### src/design/sc_fmt_pkg.sv
package sc_fmt_pkg;

   // complex sample, I in the upper half of the stream word, Q in the lower half
   localparam int SAMPLE_W = 16;
   localparam int WORD_W   = 2 * SAMPLE_W;

   localparam int I_HI = WORD_W - 1;
   localparam int I_LO = SAMPLE_W;
   localparam int Q_HI = SAMPLE_W - 1;
   localparam int Q_LO = 0;

   localparam int PROD_W = 2 * SAMPLE_W + 1;   // sum of two 16x16 products
   localparam int ACC_W  = 40;                 // window sums, PROD_W plus growth

   // P and R are scaled down before squaring so the products stay in CMP_W
   localparam int METRIC_SHIFT = 8;
   localparam int CMP_W        = 68;

endpackage

### src/design/sc_cfg_pkg.sv
package sc_cfg_pkg;

   localparam int DELAY_LEN  = 16;                     // correlation lag
   localparam int WINDOW_LEN = 16;                     // averaging window
   localparam int WARMUP_LEN = DELAY_LEN + WINDOW_LEN; // metric valid after this

   // threshold of THRESH_NUM / THRESH_DEN on the normalized metric
   localparam int THRESH_NUM = 3;
   localparam int THRESH_DEN = 4;

   localparam int PLATEAU_MIN = 8;
   localparam int HOLDOFF_LEN = 64;

   localparam int DLY_AW = $clog2(DELAY_LEN);
   localparam int WIN_AW = $clog2(WINDOW_LEN);
   localparam int WARM_W = $clog2(WARMUP_LEN + 1);
   localparam int RUN_W  = 8;                          // covers plateau and holdoff

   typedef enum logic [1:0] {
      SEARCH,
      PLATEAU,
      HOLD
   } det_state_t;

endpackage

### src/design/sc_delay_line.sv
module sc_delay_line
   import sc_fmt_pkg::*, sc_cfg_pkg::*;
(
   input  logic              clk,
   input  logic              i_rst_n,
   input  logic              i_clear,
   input  logic              i_en,
   input  logic [WORD_W-1:0] i_tdata,
   output logic [WORD_W-1:0] o_tdata
);

   logic [WORD_W-1:0] mem [DELAY_LEN];
   logic [DLY_AW-1:0] wr_ptr;
   logic              full;                  // every slot written since reset

   always_ff @(posedge clk) begin
      if (!i_rst_n || i_clear) begin
         wr_ptr <= '0;
         full   <= 1'b0;
      end else if (i_en) begin
         if (wr_ptr == DLY_AW'(DELAY_LEN - 1)) begin
            wr_ptr <= '0;
            full   <= 1'b1;
         end else begin
            wr_ptr <= wr_ptr + 1'b1;
         end
      end
   end

   always_ff @(posedge clk) begin
      if (i_en)
         mem[wr_ptr] <= i_tdata;             // oldest slot is overwritten
   end

   // slot under the pointer holds the word from DELAY_LEN beats ago
   assign o_tdata = full ? mem[wr_ptr] : '0;

endmodule

### config.mk
export PLATFORM = sky130hd
export DESIGN_NAME = sc_delay_line
export DESIGN_NICKNAME = d
export VERILOG_FILES = /design/src/design/sc_fmt_pkg.sv /design/src/design/sc_cfg_pkg.sv /design/src/design/sc_delay_line.sv
export SDC_FILE = /design/constraint.sdc
export NUM_CORES = 1
export LEC_CHECK = 0
export BUFFER_PORTS_ARGS = -buffer_cell sky130_fd_sc_hd__buf_2
export CAP_MARGIN = 20
export CORE_MARGIN = 2
export CORE_UTILIZATION = 56
export DETAILED_ROUTE_END_ITERATION = 16
export PLACE_DENSITY = 0.73
export SETUP_SLACK_MARGIN = 0.4
export SLEW_MARGIN = 20
export SYNTH_ARGS = -nofsm -noshare
export SYNTH_HDL_FRONTEND = slang
export SYNTH_SLANG_ARGS = --single-unit
### constraint.sdc
create_clock -name clk -period 2.4 [get_ports clk]
set_clock_uncertainty 0.05 [all_clocks]
set_input_delay 0.24 -clock clk [delete_from_list [all_inputs] [get_ports clk]]
set_output_delay 0.24 -clock clk [all_outputs]
set_load 0.01 [all_outputs]
; ---- Word-level counts from Yosys, hierarchy flattened
; Memories as Yosys holds them, arrays and structs flattened. A register that Yosys moved wholly into a read port is not among the register bits.
; Cells that the tools add are included.
[classes]
addsub = 1
mul = 0
div = 0
n_lt_le_gt_ge = 0
n_eq_ne = 1
n_shift = 0
muxes = 6
n_bitwise = 0
n_reduce_logical = 3
[ops]
columns = operator, n
row1 = 2-to-1 mux 32 bit, 1
row2 = 2-to-1 mux 4 bit, 3
row3 = adder 4 x 1 -> 4 bit (second input constant), 1
row4 = equality test 4 bit (second input constant), 1
row5 = 2-to-1 mux 1 bit, 2
row6 = AND reduction 2 bit, 1
row7 = zero test 1 bit, 1
row8 = logical OR 1 bit, 1
[word_totals]
ff_bits = 5
latchBits = 0
mem_bits_rw = 512
mem_bits_ro = 0
inputBits = 36
wordCells = 14
memories = 1
[mem_list]
columns = name, words, word_bits, read_ports, rd_ports_with_merged_regs, write_ports, line_no
row1 = mem, 16, 32, 1, 1, 1, sc_delay_line.sv:12  ; logic [WORD_W-1:0] mem [DELAY_LEN];

; ---- Longest topological paths before layout
[depth]
depth_word = 4
mapped_depth = 7
mapped_depth_nobuf = 4

; ---- Least setup slack after synthesis
; Ideal clock, no wire load.
[synth_timing]
path_kind = input to register
startpoint = input i_en
endpoint = memory mem[0][0] (netlist name), enable pin
setup_ns = 0.392
arrival_ns = 1.583
t_required_ns = 1.958
slack_ns = 0.375
path_stages = 3
n_path_buf = 1
cell_sequence = clkbuf_1 -> nor3b_1 -> and2_1
[synth_via]
elab_chain_len = 2
[synth_rtl]
columns = element, line_no
row1 = "start, declared", sc_delay_line.sv:7  ; input logic i_en,
row2 = 2-to-1 mux 1 bit, sc_delay_line.sv:31  ; if (i_en)
row3 = 2-to-1 mux 1 bit (not written as such), sc_delay_line.sv:32  ; mem[wr_ptr] <= i_tdata;
row4 = "end, declared", sc_delay_line.sv:12
; No other way between the ends.

==> out/results.ini <==
[run_status]
status=finished, violations left
violations=setup timing

[sta]
worst_slack_ns=-0.1791
finalSetupViolCount=32
rsz0062_at_grt=true
hold_violations=0
period_minus_slack_ns=2.579
fmax_mhz=387.7
finalCritPeriodShare_pct=107.5
tns_ns=-3.047
slew_viol_final=0
slew_headroom_pct=64.94
worst_pin_slew_ns=0.5258

[setup_path]
path_class=register to output pin
crit_path_start_kind=register
path_cells=buf_12, buf_16, mux2i_1, a22oi_1, nand2_1, o22ai_1, buf_2
cpMaxStageDelayCell=dfxtp_4
cp_max_fo=10
worstPathRequired_ns=2.11
worstSetupEndpointType=output pin
slowest_delay_ns=0.46
critPathArrivalTime_ns=2.29
r2r_slack_ns=0.42

[cells_and_area]
final_common_cell=edfxtp_1
area_delta_synth_final_pct=22.20
final_cell_mix=edfxtp_1, mux2i_1, a22oi_1, buf_2, nand2_1
design_area_mm2=0.02464
drive_gt1_share_pct=23.79
final_util_pct=69.44
layout.nets=1343

[synth]
avgSynthCellArea_um2=18.23
yosys_warnings=0
synth-seq-cells=521
netlist_area_mm2=0.02016
syn_nets=1146
netlist_instances=1106
yosysSeqAreaShare_pct=77.15
yosysUniqueCellTypes=30

[placed_design]
place_ws_ns=0.2944
place_hpwl_um=23170
dpl-instance-area_mm2=0.02155
routabilityCongestion=0.7865
portBuffers=67

[global_route]
grt_pass1_wl_um=68850
grt_use_total_pct=24.94
grt.overflow.total=0
grt_max_degree=45
grt_pass1_vias=11100
antenna_found_initial=1

[route]
route.antenna.remaining_nets=0
via_count=11090
post_drt_wl_per_cell_um=26.84
drtPass1Iterations=5
drc=0
viasPerCell=6.153
wirelength_um=48400
drtIter0Drc=954

[clocking]
insertion_delay_ns=0.60
ctsHtreeMaxLevel=2
cts_made_buffers=51
clkSinkCount=521
cts_tree=yes
cts_root_buf=clkbuf_16
clk_pin_slew_worst_paths_ns=0.06
clockBufferDepth=3

[power]
peakVddDrop_uv=642.8
p_total_uw=18660
power_density_mw_per_mm2=757.3
power.leakage_uw=0.008131

[job]
drv_cap=0

[die]
rows=69
initial_utilization_pct=56.82
io_pins=68
dieArea_mm2=0.03754
core_area_mm2=0.03548
fp.dieW_um=193.8
die_h_um=193.8

[hold_path]
hold_class=primary input to register

==> sequential cells by signal, summed over array words and instances, names as in the netlist, named ones only <==
| register | cells |
|---|---|
| mem | 512 |
| wr_ptr | 4 |
| full | 1 |
==> final cells by class <==
| type | instances | area [um2] |
|---|---|---|
| clock buffers | 60 | 1341 |
| inverters | 2 | 7.507 |
| flip-flops and latches | 521 | 15570 |
| clock inverters | 31 | 259.0 |
| well taps | 461 | 576.8 |
| diodes | 1 | 2.502 |
| multi-input cells | 521 | 4563 |
| fillers | 2173 | 10840 |
| repair buffers | 206 | 2323 |
==> timing repair <==
item	4_1_cts	5_1_grt
pin swaps	16	18
hold endpoints to repair	514	0
endpoints found under the setup margin	32	32
gates cloned	12	7
hold buffers	33	0
setup buffers	20	14
resized for setup	54	32
==> power by group <==
part | switching, uW | internal, uW
Clock | 3340 | 4410
Sequential | 21.3 | 10000
Combinational | 444 | 406
Total | 3800 | 14900
==> through the flow <==
stage / instances / hold slack, ns
3_3_place_gp: 1625 / 0.4615
3_5_place_dp: 1625 / 0.4671
6_report: 1803 / 0.04464
4_1_cts: 1781 / 0.02704
2_1_floorplan: 1106 / 0.2889
5_1_grt: 1802 / 0.07673
==> Yosys cell counts <==
cell type	instances	share of area, %
a21oi_1	2	0.050
a221oi_1	2	0.087
a22oi_1	124	4.6
and2_1	17	0.53
and3_1	1	0.031
and3b_1	1	0.043
buf_1	8	0.15
buf_2	10	0.25
buf_4	11	0.41
buf_6	8	0.45
clkbuf_1	23	0.43
clkbuf_4	2	0.074
dfxtp_1	9	0.89
edfxtp_1	512	76
ha_1	4	0.25
inv_1	2	0.037
mux2i_1	253	13
mux4_2	2	0.22
nand2_1	66	1.2
nand2b_1	2	0.062
nand3_1	1	0.025
nor2_1	6	0.11
nor2b_1	2	0.062
nor3_1	1	0.025
nor3b_1	1	0.037
o21ai_0	1	0.025
o21ai_1	2	0.050
o22ai_1	31	0.96
xnor2_1	1	0.043
xor2_1	1	0.043
==> per-layer routing <==
metal	wire length, um	part of all wire (%)	global-route usage [%]
met3	3503	7.2	3.827
met1	19380	40	33.20
met5	0	0	0
met4	1579	3.3	10.63
met2	23940	49	41.35
==> worst paths after layout <==
check	startpoint	end	depth (start not counted)
worst max-delay path	register	o_tdata[21]	7
worst min-delay path	i_rst_n	full	3
worst max register to register	wr_ptr[0]	mem[11][1]	3
worst min register to register	wr_ptr[3]	wr_ptr[3]	2
==> cell families after synthesis <==
kind of cell,share of synthesized area (%)
adder cells (fa/ha/maj),0.2482
multiplexers,12.78
flip-flops,77.15
AO/OA/AOI/OAI,5.790
buffers and inverters,1.793
XOR/XNOR,0.08689
AND/OR/NAND/NOR,2.153
==> worst max-delay path: cells and delay by family (launching register included) <==
| family | cells | cell delay [ns] |
|---|---|---|
| buf+inv | 3 | 0.54 |
| compound gates | 2 | 0.47 |
| flops | 1 | 0.46 |
| simple gates | 1 | 0.11 |
| mux | 1 | 0.09 |
Power figures use the tool's default switching activity.
