[src/design/sc_cfg_pkg.sv]
package sc_cfg_pkg;

   localparam int DELAY_LEN  = 16;                     // correlation lag
   localparam int WINDOW_LEN = 16;                     // averaging window
   localparam int WARMUP_LEN = DELAY_LEN + WINDOW_LEN; // metric valid after this

   // threshold of THRESH_NUM / THRESH_DEN on the normalized metric
   localparam int THRESH_NUM = 3;
   localparam int THRESH_DEN = 4;

   localparam int PLATEAU_MIN = 8;
   localparam int HOLDOFF_LEN = 64;

   localparam int DLY_AW = $clog2(DELAY_LEN);
   localparam int WIN_AW = $clog2(WINDOW_LEN);
   localparam int WARM_W = $clog2(WARMUP_LEN + 1);
   localparam int RUN_W  = 8;                          // covers plateau and holdoff

   typedef enum logic [1:0] {
      SEARCH,
      PLATEAU,
      HOLD
   } det_state_t;

endpackage

[src/design/sc_sample_counter.sv]
module sc_sample_counter
   import sc_cfg_pkg::*;
(
   input  logic             clk,
   input  logic             i_rst_n,
   input  logic             i_clear,
   input  logic             i_beat,
   input  logic             i_run_clr,
   input  logic             i_run_inc,
   output logic             o_warm,
   output logic [RUN_W-1:0] o_run
);

   logic [WARM_W-1:0] warm_cnt;

   always_ff @(posedge clk) begin
      if (!i_rst_n || i_clear) begin
         warm_cnt <= '0;
         o_run    <= '0;
      end else begin
         if (i_beat && !o_warm)
            warm_cnt <= warm_cnt + 1'b1;           // saturates at WARMUP_LEN
         if (i_run_clr)
            o_run <= i_run_inc ? RUN_W'(1) : '0;  // clear and inc starts a run at 1
         else if (i_run_inc)
            o_run <= o_run + 1'b1;
      end
   end

   // high once WARMUP_LEN samples have passed the detector
   assign o_warm = (warm_cnt == WARM_W'(WARMUP_LEN));

endmodule

[config.mk]
export PLATFORM = sky130hd
export DESIGN_NAME = sc_sample_counter
export DESIGN_NICKNAME = d
export VERILOG_FILES = /design/src/design/sc_cfg_pkg.sv /design/src/design/sc_sample_counter.sv
export SDC_FILE = /design/constraint.sdc
export NUM_CORES = 1
export LEC_CHECK = 0
export ABC_AREA = 1
export BUFFER_PORTS_ARGS = -buffer_cell sky130_fd_sc_hd__buf_2
export CAP_MARGIN = 20
export CORE_MARGIN = 4
export CORE_UTILIZATION = 28
export DETAILED_ROUTE_END_ITERATION = 10
export GPL_TIMING_DRIVEN = 0
export PLACE_DENSITY = 0.47
export SKIP_LAST_GASP = 1
export SLEW_MARGIN = 20
export SYNTH_ARGS = -nofsm -noshare
export SYNTH_HDL_FRONTEND = slang
export SYNTH_SLANG_ARGS = --single-unit
[constraint.sdc]
create_clock -name clk -period 1.2 [get_ports clk]
set_clock_uncertainty 0.15 [all_clocks]
set_input_delay 0.12 -clock clk [delete_from_list [all_inputs] [get_ports clk]]
set_output_delay 0.12 -clock clk [all_outputs]
set_load 0.01 [all_outputs]
After elaboration in Yosys (flattened, before gate mapping)

Index checks and enable logic that the tools add are counted.
Widths: inputs -> output; s select.

Bits in registers: 14
Bits of input ports: 6
Output and inout bits: 9
Logic and storage cells: 13

Add/sub/neg operators: 2
Eq/ne operators: 1
Multiplexer cells: 3
Reduce and logical (&&, ||, !) cells: 5

Operators with widths:

| cell                | number |
|---|---|
| $mux 8              | 2 |
| $add 8x1->8 const B | 1 |
| $add 6x1->6 const B | 1 |
| $eq 6x6->1 const B  | 1 |
| $logic_not 1->1     | 2 |
| $reduce_bool 2->1   | 1 |
| $logic_and 1x1->1   | 1 |
| $logic_or 1x1->1    | 1 |
| $mux 1              | 1 |

Longest topological paths before layout

Gate-level depths: netlist (run 1).

Depth after elaboration: 3
Mapped depth: 9
Mapped depth without buffers: 9

Worst setup path before layout (run 1)

OpenSTA, ideal clock, no wires.

Path type: reg2reg
Start point: register warm_cnt[0]
End point: register warm_cnt[3]
Setup time: 0.116 ns
Arrival: 1.017 ns
Required time: 0.934 ns
Setup slack: -0.083 ns
Cell stages (with the launch flop): 9
Period minus slack after synthesis: 1.283 ns
Cell sequence: dfxtp_1 -> inv_1 -> ha_1 -> nand2_1 -> inv_1 -> nand3_2 -> nand2_2 -> o21ai_0 -> nor2_1

Longest elaborated chain between the ends: 3
Elaborated cells between the ends (all ways): 4

Ends and longest elaborated chain:

| element                                                             | RTL line                | source |
|---|---|---|
| from (decl)                                                         | sc_sample_counter.sv:14 | `logic [WARM_W-1:0] warm_cnt;` |
| from (signal assigned)                                              | sc_sample_counter.sv:22 | `warm_cnt <= warm_cnt + 1'b1;` |
| parallel branches: the longest is 3 deep, another holds $add 6x1->6 | -                       |  |

Parallel ways; which one is timed is not known.
A chain may end at the register's enable or synchronous reset.

Worst setup path in the final report (run 1)

Start point: register warm_cnt[1]
End point: output o_warm

Longest elaborated chain between the ends: 1

Ends and longest elaborated chain:

| element    | RTL line                | source |
|---|---|---|
| $eq 6x6->1 | sc_sample_counter.sv:31 | `assign o_warm = (warm_cnt == WARM_W'(WARMUP_LEN));` |
| to (decl)  | sc_sample_counter.sv:10 | `output logic o_warm,` |

No other way between the ends.

==> results of run 1 <==
[layout make-up]
cell class | instances | area, um2 | area share [%]
clock buffer | 4 | 36.3 | 3.17
multi-input combinational | 75 | 457 | 39.8
inverter | 26 | 97.6 | 8.52
sequential | 14 | 294 | 25.7
timing repair buffer | 29 | 224 | 19.5
tap | 30 | 37.5 | 3.28
[cell families after synthesis]
group	Yosys count
and+or+nand+nor	61
xor gates and xnor gates	1
adders and majority gates	3
DFF	14
buffers and inverters	26
AOI/OAI and AO/OA	10
[layer usage]
metal | wire [um] | up-vias
li1 | - | 417
met1 | 814 | 343
met2 | 786 | 11
met3 | 83 | 2
met4 | 19 | 0
met5 | 0 | -
[flip-flops by register name (all words and copies together), names as in the netlist]
signal / count
warm_cnt: 6
o_run: 8
[critical path, stage by stage, from the launching register on]
cell and delay, ns:
dfxtp_2 0.34, inv_2 0.06, ha_4 0.13, nand2_2 0.05
inv_2 0.06, nand3_4 0.06, inv_2 0.06, buf_6 0.09
[layout by cell type, fill, tap and decap left out, drive strengths merged]
cell type / n
buf: 23
nand4: 2
a21oi: 5
clkbuf: 4
nand2: 26
dlygate4sd3: 6
nor3: 1
nand3: 9
nor2: 23
xor2: 1
inv: 26
ha: 3
dfxtp: 14
a211oi: 1
o21ai: 4
[power groups by stage]
stage / logic [W] / clock network (W) / registers [W]
3_5_place_dp: 0.0000604 / 0 / 0.000486
4_1_cts: 0.0000815 / 0.000369 / 0.000471
3_3_place_gp: 0.0000604 / 0 / 0.000486
5_1_grt: 0.000108 / 0.000390 / 0.000471
6_report: 0.0000954 / 0.000351 / 0.000470
2_1_floorplan: 0.0000353 / 0 / 0.000486
[worst paths after layout]
check | start | end | slack [ns] | depth (start not counted)
setup / recovery | warm_cnt[1] | o_warm | -0.19 | 7
hold / removal | i_beat | warm_cnt[2] | 0.02 | 3
hold reg to reg | o_run[6] | o_run[6] | 0.38 | 4
setup reg to reg | warm_cnt[1] | warm_cnt[1] | -0.18 | 10
[repair_timing]
item,CTS,global route
pin swaps,5,9
setup endpoints to repair,10,15
hold buffers,3,4
gates resized for setup,17,8
endpoints found under the hold margin,9,2
setup buffers,8,1
[synth_stat cells]
cell type and instances:
a211oi_1 1, a21oi_1 5, dfxtp_1 14, ha_1 3
inv_1 26, nand2_1 25, nand2_2 1, nand3_1 8
nand3_2 1, nand4_1 2, nor2_1 17, nor2_2 3
nor2_4 3, nor3_1 1, o21ai_0 4, xor2_1 1
[per-stage QoR]
stage | hold WS (ns) | cells | TNS, ns | util, % | instance area [um2]
2_1_floorplan | 0.0656 | 115 | -0.0865 | - | 778
3_3_place_gp | 0.247 | 159 | -0.548 | 34.8 | 886
3_5_place_dp | 0.246 | 159 | -0.547 | 34.8 | 886
4_1_cts | 0.00591 | 174 | -0.960 | 42.0 | 1070
5_1_grt | 0.0455 | 178 | -1.72 | 45.0 | 1150
6_report | 0.0244 | 178 | -0.942 | 45.0 | 1150
==> qor.yml, run 1 <==
outcome: "finished, violations left"
violations: "negative setup slack"
synth_compound_area_share_pct: 6.91
syn2layout_area_growth_pct: 50.7
path_class: "flop to output port"
ctsHtreeMaxLevel: 1
yosysUniqueCellTypes: 16
io_buffers: 14
peakVddDrop_mv: 0.498
syn_avg_cell_area_um2: 6.62
grt_setup_unrepaired: "yes"
p_seq_share_pct: 51.3
intPower_w: 0.000696
hold_violations: 0
crit_required_ns: 0.93
finalPower_w: 0.000917
worst_slack_ns: -0.189
numCtsBuffers: 3
fin_crit_sh_pct: 116
drt_iter0_drc: 36
antenna_left: 0
ys_seq_area_share_pct: 36.8
slew_violations: 0
overflow: 0
coreArea_um2: 2540
num_rows: 18
gp_congestion: 0.715
syn_nets: 124
min_period_ns: 1.39
fmax_mhz: 720
grt_pass1_wl_um: 2970
grt_util_met2_pct: 16.4
hpwl_um: 1140
finalSetupViolations: 8
synth-simple-area-share_pct: 37.3
initial_core_util_pct: 29.9
synth_mux_area_share_pct: 0
use_met1_pct: 13.9
vias_per_cell: 4.34
layout.nets: 158
cellPowerDensity_nw_per_um2: 800
cts-root-buf: "clkbuf_4"
synth_area_leaders: "dfxtp_1, inv_1, nand2_1, nor2_1, nand3_1"
grt_pass1_vias: 719
synth_xor_area_share_pct: 1.15
via_count: 773
wl_per_cell_um: 9.57
drive_gt1_share_pct: 37.2
netlist_instances: 115
cp.arrival_ns: 1.12
fillers: 273
grt_antenna_before_repair: 0
dieWidth_um: 60.1
max-clock-path-buffers: 2
die_area_um2: 3620
grt_use_met3_pct: 2.59
ys_ff_latch: 14
ys.warnings.count: 0
clkSinkCount: 14
place_ws_ns: -0.137
grt-busiest-layer: "met2"
grt_usage_pct: 10.9
pwr-share-clk_pct: 38.3
die_y_um: 60.1
drc: 0
netSwitchingFraction_pct: 24.0
netlist.top_cell.by_area: "dfxtp_1"
cts_tree: "done"
relSlewSlack_pct: 83.6
min_path_type: "primary input to flop"
synth-adder-area-share_pct: 4.93
wl_um: 1700
clk_latency_ns: 0.28
antenna_cells: 0
grt_max_degree: 9
cp_max_fo: 2
synth_area_um2: 761
pin_count: 15
start_kind: "flop"
cap_violations: 0
p_leak_nw: 0.524
tightest_slew_ns: 0.246
synth_top_area_share_pct: 36.8
power.switching_w: 0.000220
synth_top_family_by_area: "simple AND/OR/NAND/NOR gates"
first_pass_iters: 4
comb_power_share_pct: 10.4
endpoint_kind: "output port"
clkTransAtPathRegs_ns: 0.09
Power figures use the tool's default switching activity.
==> inputs of run 2 (changes only) <==
--- a/config.mk
+++ b/config.mk
@@ -5,14 +5,13 @@
 export SDC_FILE = /design/constraint.sdc
 export NUM_CORES = 1
 export LEC_CHECK = 0
-export ABC_AREA = 1
 export BUFFER_PORTS_ARGS = -buffer_cell sky130_fd_sc_hd__buf_2
 export CAP_MARGIN = 20
 export CORE_MARGIN = 4
 export CORE_UTILIZATION = 28
 export DETAILED_ROUTE_END_ITERATION = 10
 export GPL_TIMING_DRIVEN = 0
-export PLACE_DENSITY = 0.47
+export PLACE_DENSITY = 0.46
 export SKIP_LAST_GASP = 1
 export SLEW_MARGIN = 20
 export SYNTH_ARGS = -nofsm -noshare
==> constraint.sdc (replaced) <==
create_clock -name clk -period 1.4 [get_ports clk]
set_clock_uncertainty 0.15 [all_clocks]
set_input_delay 0.14 -clock clk [delete_from_list [all_inputs] [get_ports clk]]
set_output_delay 0.14 -clock clk [all_outputs]
set_load 0.01 [all_outputs]
==> run 2 against run 1 <==
The run now ends clean. Sequential share of layout area rose by 6.2 points. Power is 18% lower. Clock-buffer cell count stayed put. Critical path depth down 3. Non-clock buffer count shrank 7. Cell count decreased by 28%.
==> qor.yml, run 2 <==
peakVddDrop_mv: 0.427  # was 0.498 mV
cts-root-buf: "clkbuf_4"  # unchanged
dp.cells: 117  # was 159
syn2layout_area_growth_pct: 35.9  # was 50.7%
antenna_cells: 0  # unchanged
cp.arrival_ns: 1.11  # was 1.12 ns
min_path_type: "primary input to flop"  # unchanged
fin_area_um2: 932  # was 1150 um2
slew_violations: 0  # unchanged
finalSetupViolations: 0  # was 8
seqCellArea_um2: 297  # was 294 um2
drt_iter0_drc: 20  # was 36
async_flop_share_pct: 0  # unchanged
cts_tree: "done"  # unchanged
hold_violations: 0  # unchanged
synth_most_common_cell: "dfxtp_1"  # was inv_1
mostFrequentLayoutCell: "buf_2"  # was nand2_1
p_leak_nw: 0.353  # was 0.524 nW
layout.nets: 111  # was 158
pin_count: 15  # unchanged
start_kind: "flop"  # unchanged
cellPowerDensity_nw_per_um2: 810  # was 800 nW/um2
crit_required_ns: 1.11  # was 0.93 ns
outcome: "complete, no violations"  # was finished, violations left
reg.largest.list: "o_run: 8 flops, warm_cnt: 6 flops"  # unchanged
fillers: 237  # was 273
ys.warnings.count: 0  # unchanged
via_count: 645  # was 773
first_pass_iters: 2  # was 4
wl_per_cell_um: 11.5  # was 9.57 um
syn_nets: 85  # was 124
grt_usage_pct: 10.7  # was 10.9%
cap_violations: 0  # unchanged
final_util_pct: 41.0  # was 45.0%
clk_latency_ns: 0.28  # about the same
initial_core_util_pct: 30.1  # was 29.9%
numCtsBuffers: 3  # unchanged
clkSinkCount: 14  # unchanged
num_rows: 17  # was 18
synth_edf_count: 0  # unchanged
synth_area_leaders: "dfxtp_1, ha_1, a21oi_1, mux2i_1, nand2_1"  # was dfxtp_1, inv_1, nand2_1, nor2_1, nand3_1
hpwl_um: 1110  # was 1140 um
largest-register: "o_run"  # unchanged
netlist.top_cell.by_area: "dfxtp_1"  # unchanged
vias_per_cell: 5.00  # was 4.34
drc: 0  # unchanged
relSlewSlack_pct: 73.5  # was 83.6%
io_buffers: 13  # was 14
synth_top_area_share_pct: 40.9  # was 36.8%
fin_crit_sh_pct: 99.8
die_area_um2: 3300  # was 3620 um2
grt_setup_unrepaired: "yes"  # unchanged
grt_max_degree: 9  # unchanged
min_period_ns: 1.40
dpl_cell_area_um2: 807  # was 886 um2
yosysUniqueCellTypes: 27  # was 16
synthFlopType: "dfxtp_1"  # unchanged
syn_avg_cell_area_um2: 9.02  # was 6.62 um2
ctsHtreeMaxLevel: 1  # unchanged
largest_reg_flops: 8  # unchanged
netlist_instances: 76  # was 115
coreArea_um2: 2280  # was 2540 um2
layout_common_cells: "buf_2, nand2_1, buf_4, dfxtp_1, nor2_1"  # was nand2_1, inv_1, nor2_1, buf_2, dfxtp_1
fmax_mhz: 716
synth_area_um2: 686  # was 761 um2
synth_common_cells: "dfxtp_1, nand2_1, nor2_1"  # was inv_1, nand2_1, nor2_1
wl_um: 1480  # was 1700 um
ys_ff_latch: 14  # unchanged
grt_pass1_wl_um: 2700  # was 2970 um
max-clock-path-buffers: 2  # unchanged
final_cells: 129  # was 178
grt_pass1_vias: 641  # was 719
gp_congestion: 0.699  # was 0.715
drive_gt1_share_pct: 41.6  # was 37.2%
ys_seq_area_share_pct: 40.9  # was 36.8%
cp_max_fo: 3  # was 2
antenna_left: 0  # unchanged
endpoint_kind: "output port"  # unchanged
overflow: 0  # unchanged
multi_input_area_um2: 410  # was 457 um2
tightest_slew_ns: 0.393  # was 0.246 ns
die_y_um: 57.5  # was 60.1 um
dieWidth_um: 57.5  # was 60.1 um
clkTransAtPathRegs_ns: 0.09  # about the same
grt_antenna_before_repair: 0  # unchanged
path_class: "flop to output port"  # unchanged
==> run 2: per-stage QoR <==
stage               setup WS, ns  TNS, ns  power [W]  hold WS (ns)
floorplan                0.00625        0   0.000440         0.197
CTS                      -0.0185  -0.0185   0.000773        0.0122
global placement         -0.0591   -0.128   0.000457         0.274
global route             -0.0716   -0.275   0.000802        0.0232
detailed placement        -0.131   -0.311   0.000459         0.269
finish                   0.00258        0   0.000755        0.0168
==> run 2: report_power, final <==
group | leakage [nW] | internal [W] | switching (W) | total [W]
logic | 0.215 | 0.0000270 | 0.0000302 | 0.0000571
registers | 0.117 | 0.000397 | 0.00000306 | 0.000400
clock network | 0.0210 | 0.000158 | 0.000140 | 0.000298
total | 0.353 | 0.000582 | 0.000173 | 0.000755
==> run 2: path summary, 6_finish.rpt <==
kind | startpoint | end | slack [ns] | cells after the start
worst max register to register | o_run[2] | o_run[7] | 0.02 | 3
worst min-delay path | i_run_inc | o_run[0] | 0.02 | 3
worst min register to register | o_run[7] | o_run[7] | 0.34 | 2
worst max-delay path | warm_cnt[1] | o_warm | 0.003 | 4
==> run 2: metal layers <==
metal | GRT usage (%) | vias to the layer above | part of all wire (%)
li1 | - | 327 | -
met1 | 12.6 | 306 | 46
met2 | 16.9 | 8 | 48
met3 | 2.04 | 4 | 2.7
met4 | 7.95 | 0 | 3.0
met5 | 0 | - | 0
==> run 2: area by class of cell <==
cell class | instances | area share (%)
plain buffers | 1 | 0.805
well taps | 28 | 3.76
flip-flops and latches | 14 | 31.8
clock buffers | 4 | 3.89
multi-input cells | 56 | 44.0
inverters | 5 | 2.01
repair buffers | 21 | 13.7
==> run 2: critical path, stage by stage (launching register included) <==
cell	delay [ns]
dfxtp_2	0.34
inv_2	0.04
ha_4	0.15
and4_1	0.16
buf_2	0.13
==> run 2: cell families after synthesis <==
kind of cell	Yosys count	synth area share [%]
XOR/XNOR	4	5.11
adder cells (fa/ha/maj)	3	5.48
multiplexers	3	4.38
AO/OA/AOI/OAI	17	18.2
AND/OR/NAND/NOR	29	22.1
flip-flops	14	40.9
buffers and inverters	6	3.83
==> run 2: timing repair <==
item                                    in CTS  in global routing
gates resized for setup                      9                  3
hold buffers                                 1                  0
hold endpoints to repair                     1                  0
pin swaps                                    4                  5
endpoints found under the setup margin       5                  6
buffers inserted                             4                  3
