**src/design/sc_fmt_pkg.sv**
```systemverilog
package sc_fmt_pkg;

   // complex sample, I in the upper half of the stream word, Q in the lower half
   localparam int SAMPLE_W = 16;
   localparam int WORD_W   = 2 * SAMPLE_W;

   localparam int I_HI = WORD_W - 1;
   localparam int I_LO = SAMPLE_W;
   localparam int Q_HI = SAMPLE_W - 1;
   localparam int Q_LO = 0;

   localparam int PROD_W = 2 * SAMPLE_W + 1;   // sum of two 16x16 products
   localparam int ACC_W  = 40;                 // window sums, PROD_W plus growth

   // P and R are scaled down before squaring so the products stay in CMP_W
   localparam int METRIC_SHIFT = 8;
   localparam int CMP_W        = 68;

endpackage

```
**src/design/sc_cfg_pkg.sv**
```systemverilog
package sc_cfg_pkg;

   localparam int DELAY_LEN  = 16;                     // correlation lag
   localparam int WINDOW_LEN = 16;                     // averaging window
   localparam int WARMUP_LEN = DELAY_LEN + WINDOW_LEN; // metric valid after this

   // threshold of THRESH_NUM / THRESH_DEN on the normalized metric
   localparam int THRESH_NUM = 3;
   localparam int THRESH_DEN = 4;

   localparam int PLATEAU_MIN = 8;
   localparam int HOLDOFF_LEN = 64;

   localparam int DLY_AW = $clog2(DELAY_LEN);
   localparam int WIN_AW = $clog2(WINDOW_LEN);
   localparam int WARM_W = $clog2(WARMUP_LEN + 1);
   localparam int RUN_W  = 8;                          // covers plateau and holdoff

   typedef enum logic [1:0] {
      SEARCH,
      PLATEAU,
      HOLD
   } det_state_t;

endpackage

```
**src/design/sc_moving_sum.sv**
```systemverilog
module sc_moving_sum
   import sc_fmt_pkg::*, sc_cfg_pkg::*;
#(
   parameter int WIDTH = 33
) (
   input  logic             clk,
   input  logic             i_rst_n,
   input  logic             i_clear,
   input  logic             i_en,
   input  logic [WIDTH-1:0] i_data,
   output logic [ACC_W-1:0] o_sum
);

   logic [WIDTH-1:0]  hist [WINDOW_LEN];
   logic [WIN_AW-1:0] ptr;
   logic              filled;               // window holds WINDOW_LEN inputs
   logic [WIDTH-1:0]  oldest;
   logic [ACC_W-1:0]  add_ext;
   logic [ACC_W-1:0]  sub_ext;

   assign oldest  = filled ? hist[ptr] : '0;
   assign add_ext = ACC_W'(signed'(i_data));   // sign extended
   assign sub_ext = ACC_W'(signed'(oldest));

   always_ff @(posedge clk) begin
      if (!i_rst_n || i_clear) begin
         ptr    <= '0;
         filled <= 1'b0;
         o_sum  <= '0;
      end else if (i_en) begin
         o_sum <= o_sum + add_ext - sub_ext;   // wraps in ACC_W bits
         if (ptr == WIN_AW'(WINDOW_LEN - 1)) begin
            ptr    <= '0;
            filled <= 1'b1;
         end else begin
            ptr <= ptr + 1'b1;
         end
      end
   end

   always_ff @(posedge clk) begin
      if (i_en)
         hist[ptr] <= i_data;
   end

endmodule

```
**config.mk**
```make
export PLATFORM = sky130hd
export DESIGN_NAME = sc_moving_sum
export DESIGN_NICKNAME = d
export VERILOG_FILES = /design/src/design/sc_fmt_pkg.sv /design/src/design/sc_cfg_pkg.sv /design/src/design/sc_moving_sum.sv
export SDC_FILE = /design/constraint.sdc
export NUM_CORES = 1
export LEC_CHECK = 0
export ABC_AREA = 1
export BUFFER_PORTS_ARGS = -buffer_cell sky130_fd_sc_hd__buf_2
export CAP_MARGIN = 25
export CORE_MARGIN = 8
export CORE_UTILIZATION = 40
export DETAILED_ROUTE_END_ITERATION = 12
export GPL_ROUTABILITY_DRIVEN = 0
export RECOVER_POWER = 25
export SLEW_MARGIN = 10
export SYNTH_ARGS = -nofsm -noshare
export SYNTH_HDL_FRONTEND = slang
export SYNTH_SLANG_ARGS = --single-unit
```
**constraint.sdc**
```tcl
create_clock -name clk -period 5.2 [get_ports clk]
set_input_delay 0.52 -clock clk [delete_from_list [all_inputs] [get_ports clk]]
set_output_delay 0.52 -clock clk [all_outputs]
set_load 0.01 [all_outputs]
```
-- Word-level counts from Yosys, hierarchy flattened
Memories as Yosys holds them, arrays and structs flattened. A register that Yosys moved wholly into a read port is not among the register bits.
Index checks and enable logic that the tools add are counted.
- word-level logic and storage cells: 17
- bits in writable memories: 528
- input port bits: 37
- register bits: 45
- output and inout port bits: 40
- memories: 1
- memory list (name ; depth ; width ; read ports ; clocked after memory_dff ; write ports ; line ; RTL):
    hist ; 16 ; 33 ; 1 ; 1 ; 1 ; sc_moving_sum.sv:14 ; logic [WIDTH-1:0] hist [WINDOW_LEN];
- reductions and logical operators: 3
- mux-type cells: 6
- add/subtract/negate cells: 3
- equality and inequality tests: 1
- operator list (cell ; number):
    $add A40 B40 Y40 ; 1
    $sub A40 B40 Y40 ; 1
    $mux W33 ; 1
    $mux W4 ; 3
    $add A4 B1 Y4 const B ; 1
    $eq A4 B4 Y1 const B ; 1
    $mux W1 ; 2
    $reduce_and A2 Y1 ; 1
    $logic_not A1 Y1 ; 1
    $logic_or A1 B1 Y1 ; 1

-- Logic depth before layout (Yosys ltp)
Gate-level depths: netlist of the first run.
- word-level depth: 4
- mapped depth: 25
- mapped depth without buffers: 22

-- Worst setup path before layout of the first run
OpenSTA, ideal clock, no wires.
- path kind: register to register
- start point: reg (tool-made name)
- end point: reg o_sum[24]
- arrival: 3.054 ns
- setup time: 0.109 ns
- required time: 5.091 ns
- slack: 2.037 ns
- buffers on the path: 3
- stages on the path, launching flop included: 25
- clock period less this slack: 3.163 ns
- path through: dfxtp_1 -> buf_6 -> inv_4 -> buf_6 -> buf_2 -> o21ai_1 -> o22ai_1 -> o211ai_1 -> a21oi_1 -> ha_1 -> inv_1 -> ha_1 -> fa_1 -> nand3_1 -> nand3_1 -> nand2_1 -> nand3_1 -> nand2_1 -> nand2_1 -> nand2_1 -> nand2_1 -> nand2_1 -> nand3_1 -> nand2_1 -> inv_1
- RTL lines (item ; line ; RTL):
    end signal, assigned ; sc_moving_sum.sv:31 ; o_sum <= o_sum + add_ext - sub_ext;
    end, declared ; sc_moving_sum.sv:11 ; output logic [ACC_W-1:0] o_sum

==> metrics.md, run 1 <==
| Metric | Value |
|---|---|
| Post-layout util | 0.455 |
| Post-Syn Instances | about 2,400 |
| Count of distinct cell types in the synthesized netlist | 35 |
| Worst setup path endpoint | o_sum[23] |
| Buffer count from post-CTS setup fixing | 0 |
| Clock transition at the registers of the reported paths | roughly 70 ps |
| CORE AREA | ~66,000 um^2 |
| Post_cts resized | 0 |
| Layout filler cell count | around 6,100 |
| Final-report max-slew violation count | 0 |
| Average vias per placed instance | approximately 5.5 |
| Worst slew pin tran | between 1000 and 1500 ps |
| Pwr/cell area | around 350 nW/um^2 |
| Placed inst area | 28,000 um^2 |
| CTS buffer count | between 50 and 60 |
| Critical Path RT | about 5700 ps |
| Min-Delay Path Class | in2reg |
| Number of standard-cell rows in the floorplan | 94 |
| Worst-case setup slack after placement | 761 ps |
| Max-slew headroom | 0.318 |
| Cell internal pwr | ~7.8 mW |
| Dominant cell type by area after synthesis | edfxtp_1 |
| Final Power | ~10 mW |
| Footprint of the flip-flops and latches | between 15,000 and 20,000 um^2 |
| Nets@finish | around 2,600 |
| Portion of the clock cycle consumed by the worst path in the final layout | 0.859 |
| Fraction of synthesized cell area taken by the top area cell type | 0.598 |
| Vias | 18,600 |
| Outcome | finished clean |
| Routed wire length per instance | approximately 22 um |
| Clock network power share | 0.389 |
| Worst endpoint data arrival time | approximately 5000 ps |
| Cell area after synthesis | 26,500 um^2 |
| Hold wc startpoint | i_data[9] |
| All-layer global routing usage | 0.193 |
| DRC viols | 0 |
| Synthesis warning total | 0 |
| Static leakage power | between 10 and 15 nW |
| Peak VDD IR | ~0.27 mV |
| Global-route wire length before repair | between 100,000 and 150,000 um |
| Setup Viol. Count Final | 0 |
| Final Hold Fails | 0 |
| Detailed router's first-iteration violation count | ~2,000 |
| Total Negative Setup Slacks | 0 ps |
| Sort of element at the end of the critical path | register |
| Minimum clock period after layout | approximately 4500 ps |
| H-Tree Depth | 2 |
| Number of sinks driven by the clock tree | between 500 and 600 |
| Largest fanout on the critical path | 68 |
| Layout cells sized above 1 | 0.0929 |
| Synthesized net count | ~2,600 |
| Seq/Total Area, Yosys | 0.635 |
| CTS tree | yes |
| Dominant register cell in the synthesized netlist | edfxtp_1 |
| Clock tree root driver cell | clkbuf_16 |
| Number of placed cells counting well taps | 3,294 |
| Final worst slack | 735 ps |
| Flop pwr share | 0.494 |
| Mean post-synth cell area | ~11 um^2 |
| Net switching power of the design | approximately 2.6 mW |
| Reg2reg setup slack | between 700 and 800 ps |
| Most common cell in the netlist | edfxtp_1 |
| Initial core utilization | 0.404 |
| Max clock buf depth | 3 |
| I/O pin count | 77 |
| Post-synthesis to final-layout area growth | 12.8% |
| Yosys reg bits | approximately 580 |
| Filler-free cell count of the finished design | roughly 3,400 |
| Cts-stage hold buffer count | 0 |
| Overall die height | around 270 um |
| RR Endpoint | o_sum[23] |
| Final WL | 74,000 um |
| Logic pwr share | 0.118 |
| Aggregate global routing overflow | 0 |
| Setup skew after layout | around 21 ps |
| Initial antenna violation count | 5 |
| Cell types with the highest counts after synthesis | 528 x edfxtp_1, 350 x nor2_1, 318 x inv_1 |
| Async set-or-reset flop fraction in the synthesized netlist | 0 |
| Worst Setup Path Type | reg2reg |
| Number of buffer cells added on primary ports | 76 |
| Area used by multi-input combinational logic | around 8000 um^2 |
| RSZ-0062 raised after global routing | false |
| Max Clock Freq | ~220 MHz |
| Die Footprint | 74,700 um^2 |
| Post-DP HPWL | ~46,000 um |
| Switching power share of the total | 0.254 |
| Largest net degree at the start of global routing | about 130 |
| Number of cells on the worst reg-to-reg path | 18 |
| Number of optimization iterations in the first detailed-route pass | 5 |
| Count of max-cap constraint violations | 0 |
| Post-synth EDFFs | ~530 |
| Antenna viol nets, final | 0 |
| Via count of the first global-routing pass | 18,100 |
| Die X | between 200 and 300 um |
| Largest cells by area after synthesis | edfxtp_1 60%, o21ai_0 5.4%, nor2_1 5.0%, inv_1 4.5%, dfxtp_1 3.7% |
| Final hold slack | around 320 ps |
| Post-route cell area | ~30,000 um^2 |
| Startpoint type of the worst setup path | register |
| Clock insertion delay at the later pin of the skew report | about 610 ps |
==> how the worst min path moves through the flow <==
stage,endpoint,cells after the start
floorplan,o_sum[0],2
global placement,o_sum[0],2
detailed placement,o_sum[1],2
CTS,hist[14][28],1
global route,hist[3][3],1
finish,hist[5][9],1
==> registers in the layout (all words and copies together) (netlist names), named ones only <==
| register | cells |
|---|---|
| o_sum | 40 |
| filled | 1 |
| ptr | 4 |
| hist | 528 |
==> power groups by stage <==
stage / clock network (mW) / registers [mW] / logic [mW]
2_1_floorplan: 0 / 5.24 / 0.805
6_report: 4.05 / 5.14 / 1.22
4_1_cts: 4.11 / 5.14 / 1.21
3_3_place_gp: 0 / 5.23 / 1.19
5_1_grt: 4.27 / 5.14 / 1.37
3_5_place_dp: 0 / 5.23 / 1.20
==> worst max-delay path: stages, from the launching register on <==
cell	delay, ps
dfxtp_4	470
inv_6	470
buf_4	420
o21ai_0	120
o221ai_1	250
nand3_1	110
a21oi_1	330
fa_1	480
inv_1	70
ha_1	280
nand2_1	170
inv_1	70
a21oi_1	150
nand2_1	190
nand2_1	120
nand3_2	190
xor2_1	210
o21ai_0	160
inv_1	60
==> cells by family after synthesis <==
| group | Yosys count | share of synthesized area |
|---|---|---|
| xor+xnor | 25 | 0.00826 |
| buf+inv | 445 | 0.0680 |
| compound gates | 584 | 0.129 |
| flops | 577 | 0.635 |
| simple gates | 715 | 0.108 |
| fa+ha+maj | 84 | 0.0507 |
==> layout by cell type, fill, tap and decap left out, types with 3 or more instances in the layout <==
cell type,count
nand3_2,6
o21ai_1,21
o22ai_1,36
bufinv_16,4
buf_4,36
nor2_4,16
edfxtp_1,528
nor2_1,334
a21oi_1,107
nand3_1,79
clkinvlp_4,4
clkbuf_16,59
ha_1,45
buf_2,56
inv_1,317
o211ai_1,36
nand2_1,259
clkinv_2,13
clkbuf_1,30
nor2_2,5
dfxtp_4,3
xor2_1,22
xnor2_1,3
nand2_2,5
nor3_1,8
inv_6,5
o221ai_1,96
fa_1,39
buf_12,13
o21ai_0,284
clkinv_1,10
dfxtp_1,45
==> metal layers <==
layer  global-route usage  wire length (um)  vias to the layer above
li1                     -                 -                     8622
met5                    0                35                        -
met2                0.317             35400                      717
met4               0.0577              1800                        4
met3               0.0321              5340                      102
met1                0.263             31400                     9131
==> cell type report <==
| type | instances | share of cell area |
|---|---|---|
| clock inverters | 37 | 0.0103 |
| diodes | 2 | 0.000167 |
| well taps | 864 | 0.0362 |
| flip-flops and latches | 577 | 0.564 |
| repair buffers | 127 | 0.0315 |
| multi-input cells | 1408 | 0.267 |
| inverters | 322 | 0.0406 |
| clock buffers | 69 | 0.0507 |
Power figures use the tool's default switching activity.
==> run 2: changes to the inputs <==
ABC_AREA = unset   (was 1)
==> run 2 against run 1 <==
Against the previous run:
- clock-buffer cell count up 1
- core utilization up 0.77 points
- hold slack worse by 39 ps
- via count down 26%
- flip-flop and latch count unchanged
- synthesized area down 3.8%
- register-to-register slack worse by 540 ps
- maximum frequency down 11%
==> metrics.md, run 2 <==
| Metric | Value |
|---|---|
| Number of buffer cells added on primary ports | between 70 and 80 |
| Via count of the first global-routing pass | 14,200 |
| Switching power share of the total | 0.241 |
| Setup Viol. Count Final | 0 |
| Minimum clock period after layout | 5000 ps |
| Count of max-cap constraint violations | 0 |
| Cell types with the highest counts after synthesis | 528 x edfxtp_1, 164 x mux4_2, 160 x inv_1 |
| Post-Syn Instances | around 1,500 |
| Max Clock Freq | ~200 MHz |
| Max-slew headroom | 0.289 |
| Worst slew pin tran | between 1000 and 1500 ps |
| Nets@finish | 1,733 |
| Detailed router's first-iteration violation count | 1,287 |
| Main combinational cell family by area after synthesis | multiplexers |
| Global-route wire length before repair | roughly 95,000 um |
| RR Endpoint | o_sum[26] |
| Cell area after synthesis | around 25,000 um^2 |
| Layout filler cell count | roughly 5,500 |
| Vias | approximately 14,000 |
| Cell depth of the worst hold path | 3 |
| Final-report max-slew violation count | 0 |
| Post-synthesis to final-layout area growth | 14.7% |
| Post-DP HPWL | 39,300 um |
| Sort of element at the end of the critical path | register |
| Number of cells on the worst reg-to-reg path | 16 |
| Number of placed cells counting well taps | about 2,400 |
| Most flops, register | hist |
| Number of optimization iterations in the first detailed-route pass | 5 |
| Clock insertion delay at the later pin of the skew report | ~610 ps |
| Number of sinks driven by the clock tree | between 500 and 600 |
| Number of standard-cell rows in the floorplan | 92 |
| Max clock buf depth | 3 |
| Logic pwr share | 0.122 |
| Fraction of synthesized cell area taken by the top area cell type | 0.622 |
| Die Footprint | between 70,000 and 80,000 um^2 |
| Ant diodes | 0 |
| Largest fanout on the critical path | 28 |
| Overall die height | between 200 and 300 um |
| Dominant register cell in the synthesized netlist | edfxtp_1 |
| RSZ-0062 raised after global routing | false |
| Yosys reg bits | 577 |
| Portion of netlist area occupied by mux cells | 0.157 |
| Die X | between 200 and 300 um |
| Flop pwr share | 0.486 |
| Most common cell in the netlist | edfxtp_1 |
| Clock network power share | 0.392 |
| Most frequent standard cell in the layout excluding fill and tap cells | edfxtp_1 |
| Net switching power of the design | between 2 and 3 mW |
| Synthesized net count | between 1,500 and 2,000 |
| Area used by multi-input combinational logic | roughly 7800 um^2 |
| Startpoint type of the worst setup path | register |
| Dominant cell type by area after synthesis | edfxtp_1 |
| Total Negative Setup Slacks | 0 ps |
| Outcome | finished clean |
| Basic-gate share of the synthesized area counting and, or, nand and nor cells | 0.0416 |
| Initial core utilization | 0.404 |
| Synth Area in Adders | 0.0527 |
| Clock tree root driver cell | clkbuf_16 |
| Worst endpoint data arrival time | 5500 ps |
| Critical Path RT | 5700 ps |
| Setup skew after layout | between 10 and 15 ps |
| Max reg flops | between 500 and 600 |
| Cell internal pwr | slightly above 8 mW |
| Initial antenna violation count | 0 |
| Pwr/cell area | approximately 360 nW/um^2 |
| Worst Setup Path Type | reg2reg |
| All-layer global routing usage | 0.178 |
| Portion of the clock cycle consumed by the worst path in the final layout | 0.962 |
| Largest cells by area after synthesis | edfxtp_1 62%, mux4_2 14%, dfxtp_1 3.8%, fa_1 3.1%, inv_1 2.4% |
| Reg2reg setup slack | between 150 and 200 ps |
| Hold wc startpoint | i_rst_n |
| Average vias per placed instance | ~5.5 |
| Routed wire length per instance | 25.3 um |
| Final WL | about 63,000 um |
| Largest net degree at the start of global routing | 46 |
| Count of distinct cell types in the synthesized netlist | between 60 and 70 |
| Post-synthesis compound-gate area fraction | 0.0431 |
| Aggregate global routing overflow | 0 |
| Peak VDD IR | 0.254 mV |
| Synthesis warning total | 0 |
| CORE AREA | roughly 63,000 um^2 |
| Highest-count cells in the layout ignoring fill and taps | 528 x edfxtp_1, 164 x mux4_2, 160 x inv_1, 59 x clkbuf_16, 55 x buf_2 |
| Footprint of the flip-flops and latches | roughly 17,000 um^2 |
| DRC viols | 0 |
| Mean post-synth cell area | 17.1 um^2 |
| Final Hold Fails | 0 |
| Cts-stage hold buffer count | 0 |
| Regs by FF count | hist (528), o_sum (40), ptr (4) |
| Seq/Total Area, Yosys | 0.661 |
| I/O pin count | slightly below 80 |
| H-Tree Depth | 2 |
| CTS tree | yes |
| Post-synth EDFFs | approximately 530 |
| Static leakage power | between 9 and 10 nW |
| Synthesized-area fraction occupied by xor and xnor cells | 0.00997 |
| Min-Delay Path Class | in2reg |
| Hold-critical path endpoint | o_sum[0] |
| CTS buffer count | 57 |
| Layout cells sized above 1 | 0.245 |
| Clock transition at the registers of the reported paths | about 60 ps |
| Antenna viol nets, final | 0 |
| Async set-or-reset flop fraction in the synthesized netlist | 0 |
| Filler-free cell count of the finished design | approximately 2,500 |
==> run 2: cell count changes after synthesis, sizes merged, moves of 21 or more <==
cell,change
xnor2,+21
o211ai,-30
and2,+52
o21ai,-271
mux2i,+27
nand2,-224
o221ai,-96
nand3,-76
a21oi,-59
inv,-161
nor2,-311
buf,-37
mux4,+164
o22ai,-33
==> run 2: power groups by stage <==
stage / Sequential (mW) / Clock, mW / Combinational [mW]
2_1_floorplan: 5.25 / 0 / 0.866
3_3_place_gp: 5.26 / 0 / 1.26
3_5_place_dp: 5.27 / 0 / 1.27
4_1_cts: 5.17 / 4.25 / 1.28
5_1_grt: 5.17 / 4.40 / 1.44
6_report: 5.17 / 4.17 / 1.30
==> run 2: logic make-up after synthesis <==
| group | count (synthesis) |
|---|---|
| simple gates | 205 |
| compound gates | 164 |
| mux | 194 |
| fa+ha+maj | 84 |
| flops | 577 |
| buf+inv | 234 |
| xor+xnor | 29 |
==> run 2: cell type report <==
class / count / share of cell area
Clock buffer: 70 / 0.0520
Clock inverter: 34 / 0.0122
Inverter: 161 / 0.0207
Multi-Input combinational cell: 676 / 0.267
Sequential cell: 577 / 0.577
Tap cell: 846 / 0.0362
Timing Repair Buffer: 139 / 0.0349
==> run 2: stage by stage <==
stage | area (um^2) | total power, mW | setup WS, ps | hold slack [ps] | utilization
CTS | 29200 | 10.7 | 64.6 | 250 | 0.463
detailed placement | 27300 | 6.54 | 76.9 | 511 | 0.433
global placement | 27300 | 6.53 | 126 | 498 | 0.432
floorplan | 25500 | 6.12 | 264 | 486 | -
global route | 29200 | 11.0 | 15.6 | 276 | 0.463
finish | 29200 | 10.6 | 198 | 276 | 0.463
==> run 2: critical path, stage by stage, from the launching register on <==
cell and delay, ps:
dfxtp_4 380, buf_12 240, buf_16 260, mux4_2 550, mux4_2 480, and2_1 190
fa_1 490, inv_1 40, ha_1 280, buf_4 170, a21o_1 180, o21bai_1 180
a221o_1 370, o21bai_1 290, a21boi_0 170, or3_1 340, a32o_1 260
==> run 2: layer usage <==
metal / routed length, um / GRT usage
met3: 3030 / 0.0272
met4: 1060 / 0.0368
met2: 30700 / 0.294
met5: 0 / 0
met1: 28400 / 0.250
==> run 2: timing repair <==
item                       in CTS  in global routing
resized for setup               0                 12
buffers inserted                0                  1
setup endpoints to repair       0                  8
==> run 2: how the worst max path moves through the flow <==
stage | cells after the start | slack [ps] | endpoint | start
3_5_place_dp | 16 | 80 | o_sum[39] | register
6_report | 16 | 200 | o_sum[26] | register
2_1_floorplan | 18 | 260 | o_sum[36] | register
4_1_cts | 16 | 60 | o_sum[39] | register
3_3_place_gp | 16 | 130 | o_sum[36] | register
5_1_grt | 15 | 20 | o_sum[36] | register
==> run 3: changes to the inputs <==
PLACE_DENSITY_LB_ADDON = 0.1   (was unset)
clock period = 6.5 ns   (was 5.2 ns; I/O delays follow)
==> run 3 against run 2 <==
Against the previous run:
- clock skew rose by 2.4 ps
- cell area decreased by 1.1%
- final cell count down 1.1%
- combinational power shrank 24%
- worst setup slack improved by 740 ps
- total power fell by 19%
- register-to-register slack better by 740 ps
- clock power decreased by 16%
- sequential share of layout area up 0.65 points
==> metrics.md, run 3 (synthesized netlist as in run 2, its figures left out) <==
| Metric | Value |
|---|---|
| Number of buffer cells added on primary ports | 76 |
| Number of cells on the worst reg-to-reg path | 15 |
| Die Footprint | between 70,000 and 80,000 um^2 |
| Max clock buf depth | 3 |
| Initial core utilization | 0.404 |
| Peak VDD IR | 0.183 mV |
| Total Negative Setup Slacks | 0 ps |
| Cell depth of the worst hold path | 1 |
| RR Endpoint | o_sum[37] |
| Critical Path RT | 6910 ps |
| Die X | about 270 um |
| Nets@finish | approximately 1,700 |
| Average vias per placed instance | 5.45 |
| Worst slew pin tran | 1110 ps |
| Sort of element at the end of the critical path | register |
| Cts-stage hold buffer count | 0 |
| Final WL | about 64,000 um |
| Layout cells sized above 1 | 0.225 |
| Reg2reg setup slack | between 900 and 1000 ps |
| Clock transition at the registers of the reported paths | about 60 ps |
| Most flops, register | hist |
| Hold-critical path endpoint | hist[13][11] |
| Post-synthesis to final-layout area growth | 13.4% |
| Aggregate global routing overflow | 0 |
| I/O pin count | 77 |
| Routed wire length per instance | about 26 um |
| Buffer count from post-CTS setup fixing | 0 |
| Max reg flops | ~530 |
| Number of sinks driven by the clock tree | ~580 |
| Setup Viol. Count Final | 0 |
| Cell with the largest stage delay on the worst path | dfxtp_4 |
| Layout filler cell count | around 5,600 |
| Number of standard-cell rows in the floorplan | ~90 |
| Area used by multi-input combinational logic | 7780 um^2 |
| Most frequent standard cell in the layout excluding fill and tap cells | edfxtp_1 |
| Portion of the clock cycle consumed by the worst path in the final layout | 0.855 |
| DRC viols | 0 |
| Regs by FF count | hist (528), o_sum (40), ptr (4) |
| Number of placed cells counting well taps | around 2,400 |
| Startpoint type of the worst setup path | register |
| Initial antenna violation count | 3 |
| Largest fanout on the critical path | 47 |
| Chain of cells forming the critical path | buf_4 > mux4_2 > mux4_2 > and2_1 > fa_1 > inv_1 > ha_1 > nand4_1 > nor3_1 > nand2_1 > o31ai_2 > o21ai_2 > o41ai_2 > mux2i_1 > o311ai_0 |
| CTS tree | yes |
| Vias | approximately 13,000 |
| All-layer global routing usage | 0.180 |
| Final Hold Fails | 0 |
| Max Clock Freq | around 180 MHz |
| Crit-path max cell delay | a little over 800 ps |
| Minimum clock period after layout | roughly 5600 ps |
| H-Tree Depth | 3 |
| Largest net degree at the start of global routing | 56 |
| Filler-free cell count of the finished design | around 2,500 |
| Antenna viol nets, final | 0 |
| Worst endpoint data arrival time | between 5000 and 6000 ps |
| Clock insertion delay at the later pin of the skew report | between 500 and 600 ps |
| RSZ-0062 raised after global routing | false |
| Overall die height | 268 um |
| Static leakage power | around 9.8 nW |
| Max-slew headroom | 0.258 |
| Post_cts resized | 0 |
| Global-route wire length before repair | approximately 95,000 um |
| Most frequent CP cell | mux4_2 |
| Hold wc startpoint | i_data[11] |
| Via count of the first global-routing pass | roughly 14,000 |
| Min-Delay Path Class | in2reg |
| Clock tree root driver cell | clkbuf_16 |
| Setup skew after layout | ~16 ps |
| Footprint of the flip-flops and latches | around 17,000 um^2 |
| Number of optimization iterations in the first detailed-route pass | 5 |
| Final-report max-slew violation count | 0 |
| CORE AREA | between 60,000 and 70,000 um^2 |
| Pwr/cell area | roughly 300 nW/um^2 |
| Post-DP HPWL | around 38,000 um |
| Outcome | finished clean |
| Count of max-cap constraint violations | 0 |
| Detailed router's first-iteration violation count | 1,098 |
| Worst Setup Path Type | reg2reg |
| CTS buffer count | between 60 and 70 |
| Highest-count cells in the layout ignoring fill and taps | 528 x edfxtp_1, 164 x mux4_2, 160 x inv_1, 71 x clkbuf_16, 56 x buf_2 |
[run 3: cell count changes in the layout (fill, tap and decap cells not counted), moves of 5 or more]
cell | before | now
buf_4 | 48 | 21
clkbuf_16 | 59 | 71
buf_12 | 12 | 3
bufinv_16 | 7 | 2
clkbuf_1 | 32 | 37
[run 3: metal layers]
layer / share of wire / wire [um] / track usage
met5: 0.00042 / 27 / 0
met3: 0.049 / 3150 / 0.0272
met1: 0.45 / 28600 / 0.251
met2: 0.49 / 31100 / 0.295
met4: 0.017 / 1060 / 0.0457
[run 3: final cells by class]
class | instances | area share
Sequential cell | 577 | 0.583
Multi-Input combinational cell | 676 | 0.269
Clock buffer | 88 | 0.0637
Tap cell | 846 | 0.0366
Inverter | 161 | 0.0209
Timing Repair Buffer | 100 | 0.0198
Clock inverter | 26 | 0.00645
Antenna cell | 1 | 0.0000866
[run 3: worst max path at each step]
stage                     slack (ps)        end  startpoint
after global routing             530  o_sum[37]    register
after floorplan                 1560  o_sum[36]    register
final                            940  o_sum[37]    register
after CTS                        880  o_sum[37]    register
after global placement           970  o_sum[37]    register
after detailed placement         940  o_sum[37]    register
[run 3: critical path, delay by kind of cell (launching register included)]
kind            cells  cell delay [ps]
simple gates        4              820
flops               1              830
mux                 3             1100
fa+ha+maj           2              900
compound gates      4             1070
buf+inv             2              570
[run 3: per-stage QoR]
step	util	total power, mW	hold WS (ps)	cell area [um^2]	setup slack (ps)
2_1_floorplan	-	4.90	486	25500	1560
3_3_place_gp	0.426	5.20	491	26900	970
3_5_place_dp	0.426	5.21	495	26900	941
4_1_cts	0.458	8.73	416	28900	877
5_1_grt	0.458	8.98	460	28900	526
6_report	0.458	8.64	468	28900	941
[run 3: where the power goes]
group	total (mW)	switching, mW	internal [mW]
combinational	0.990	0.592	0.397
sequential	4.14	0.0429	4.09
clock	3.51	1.44	2.07
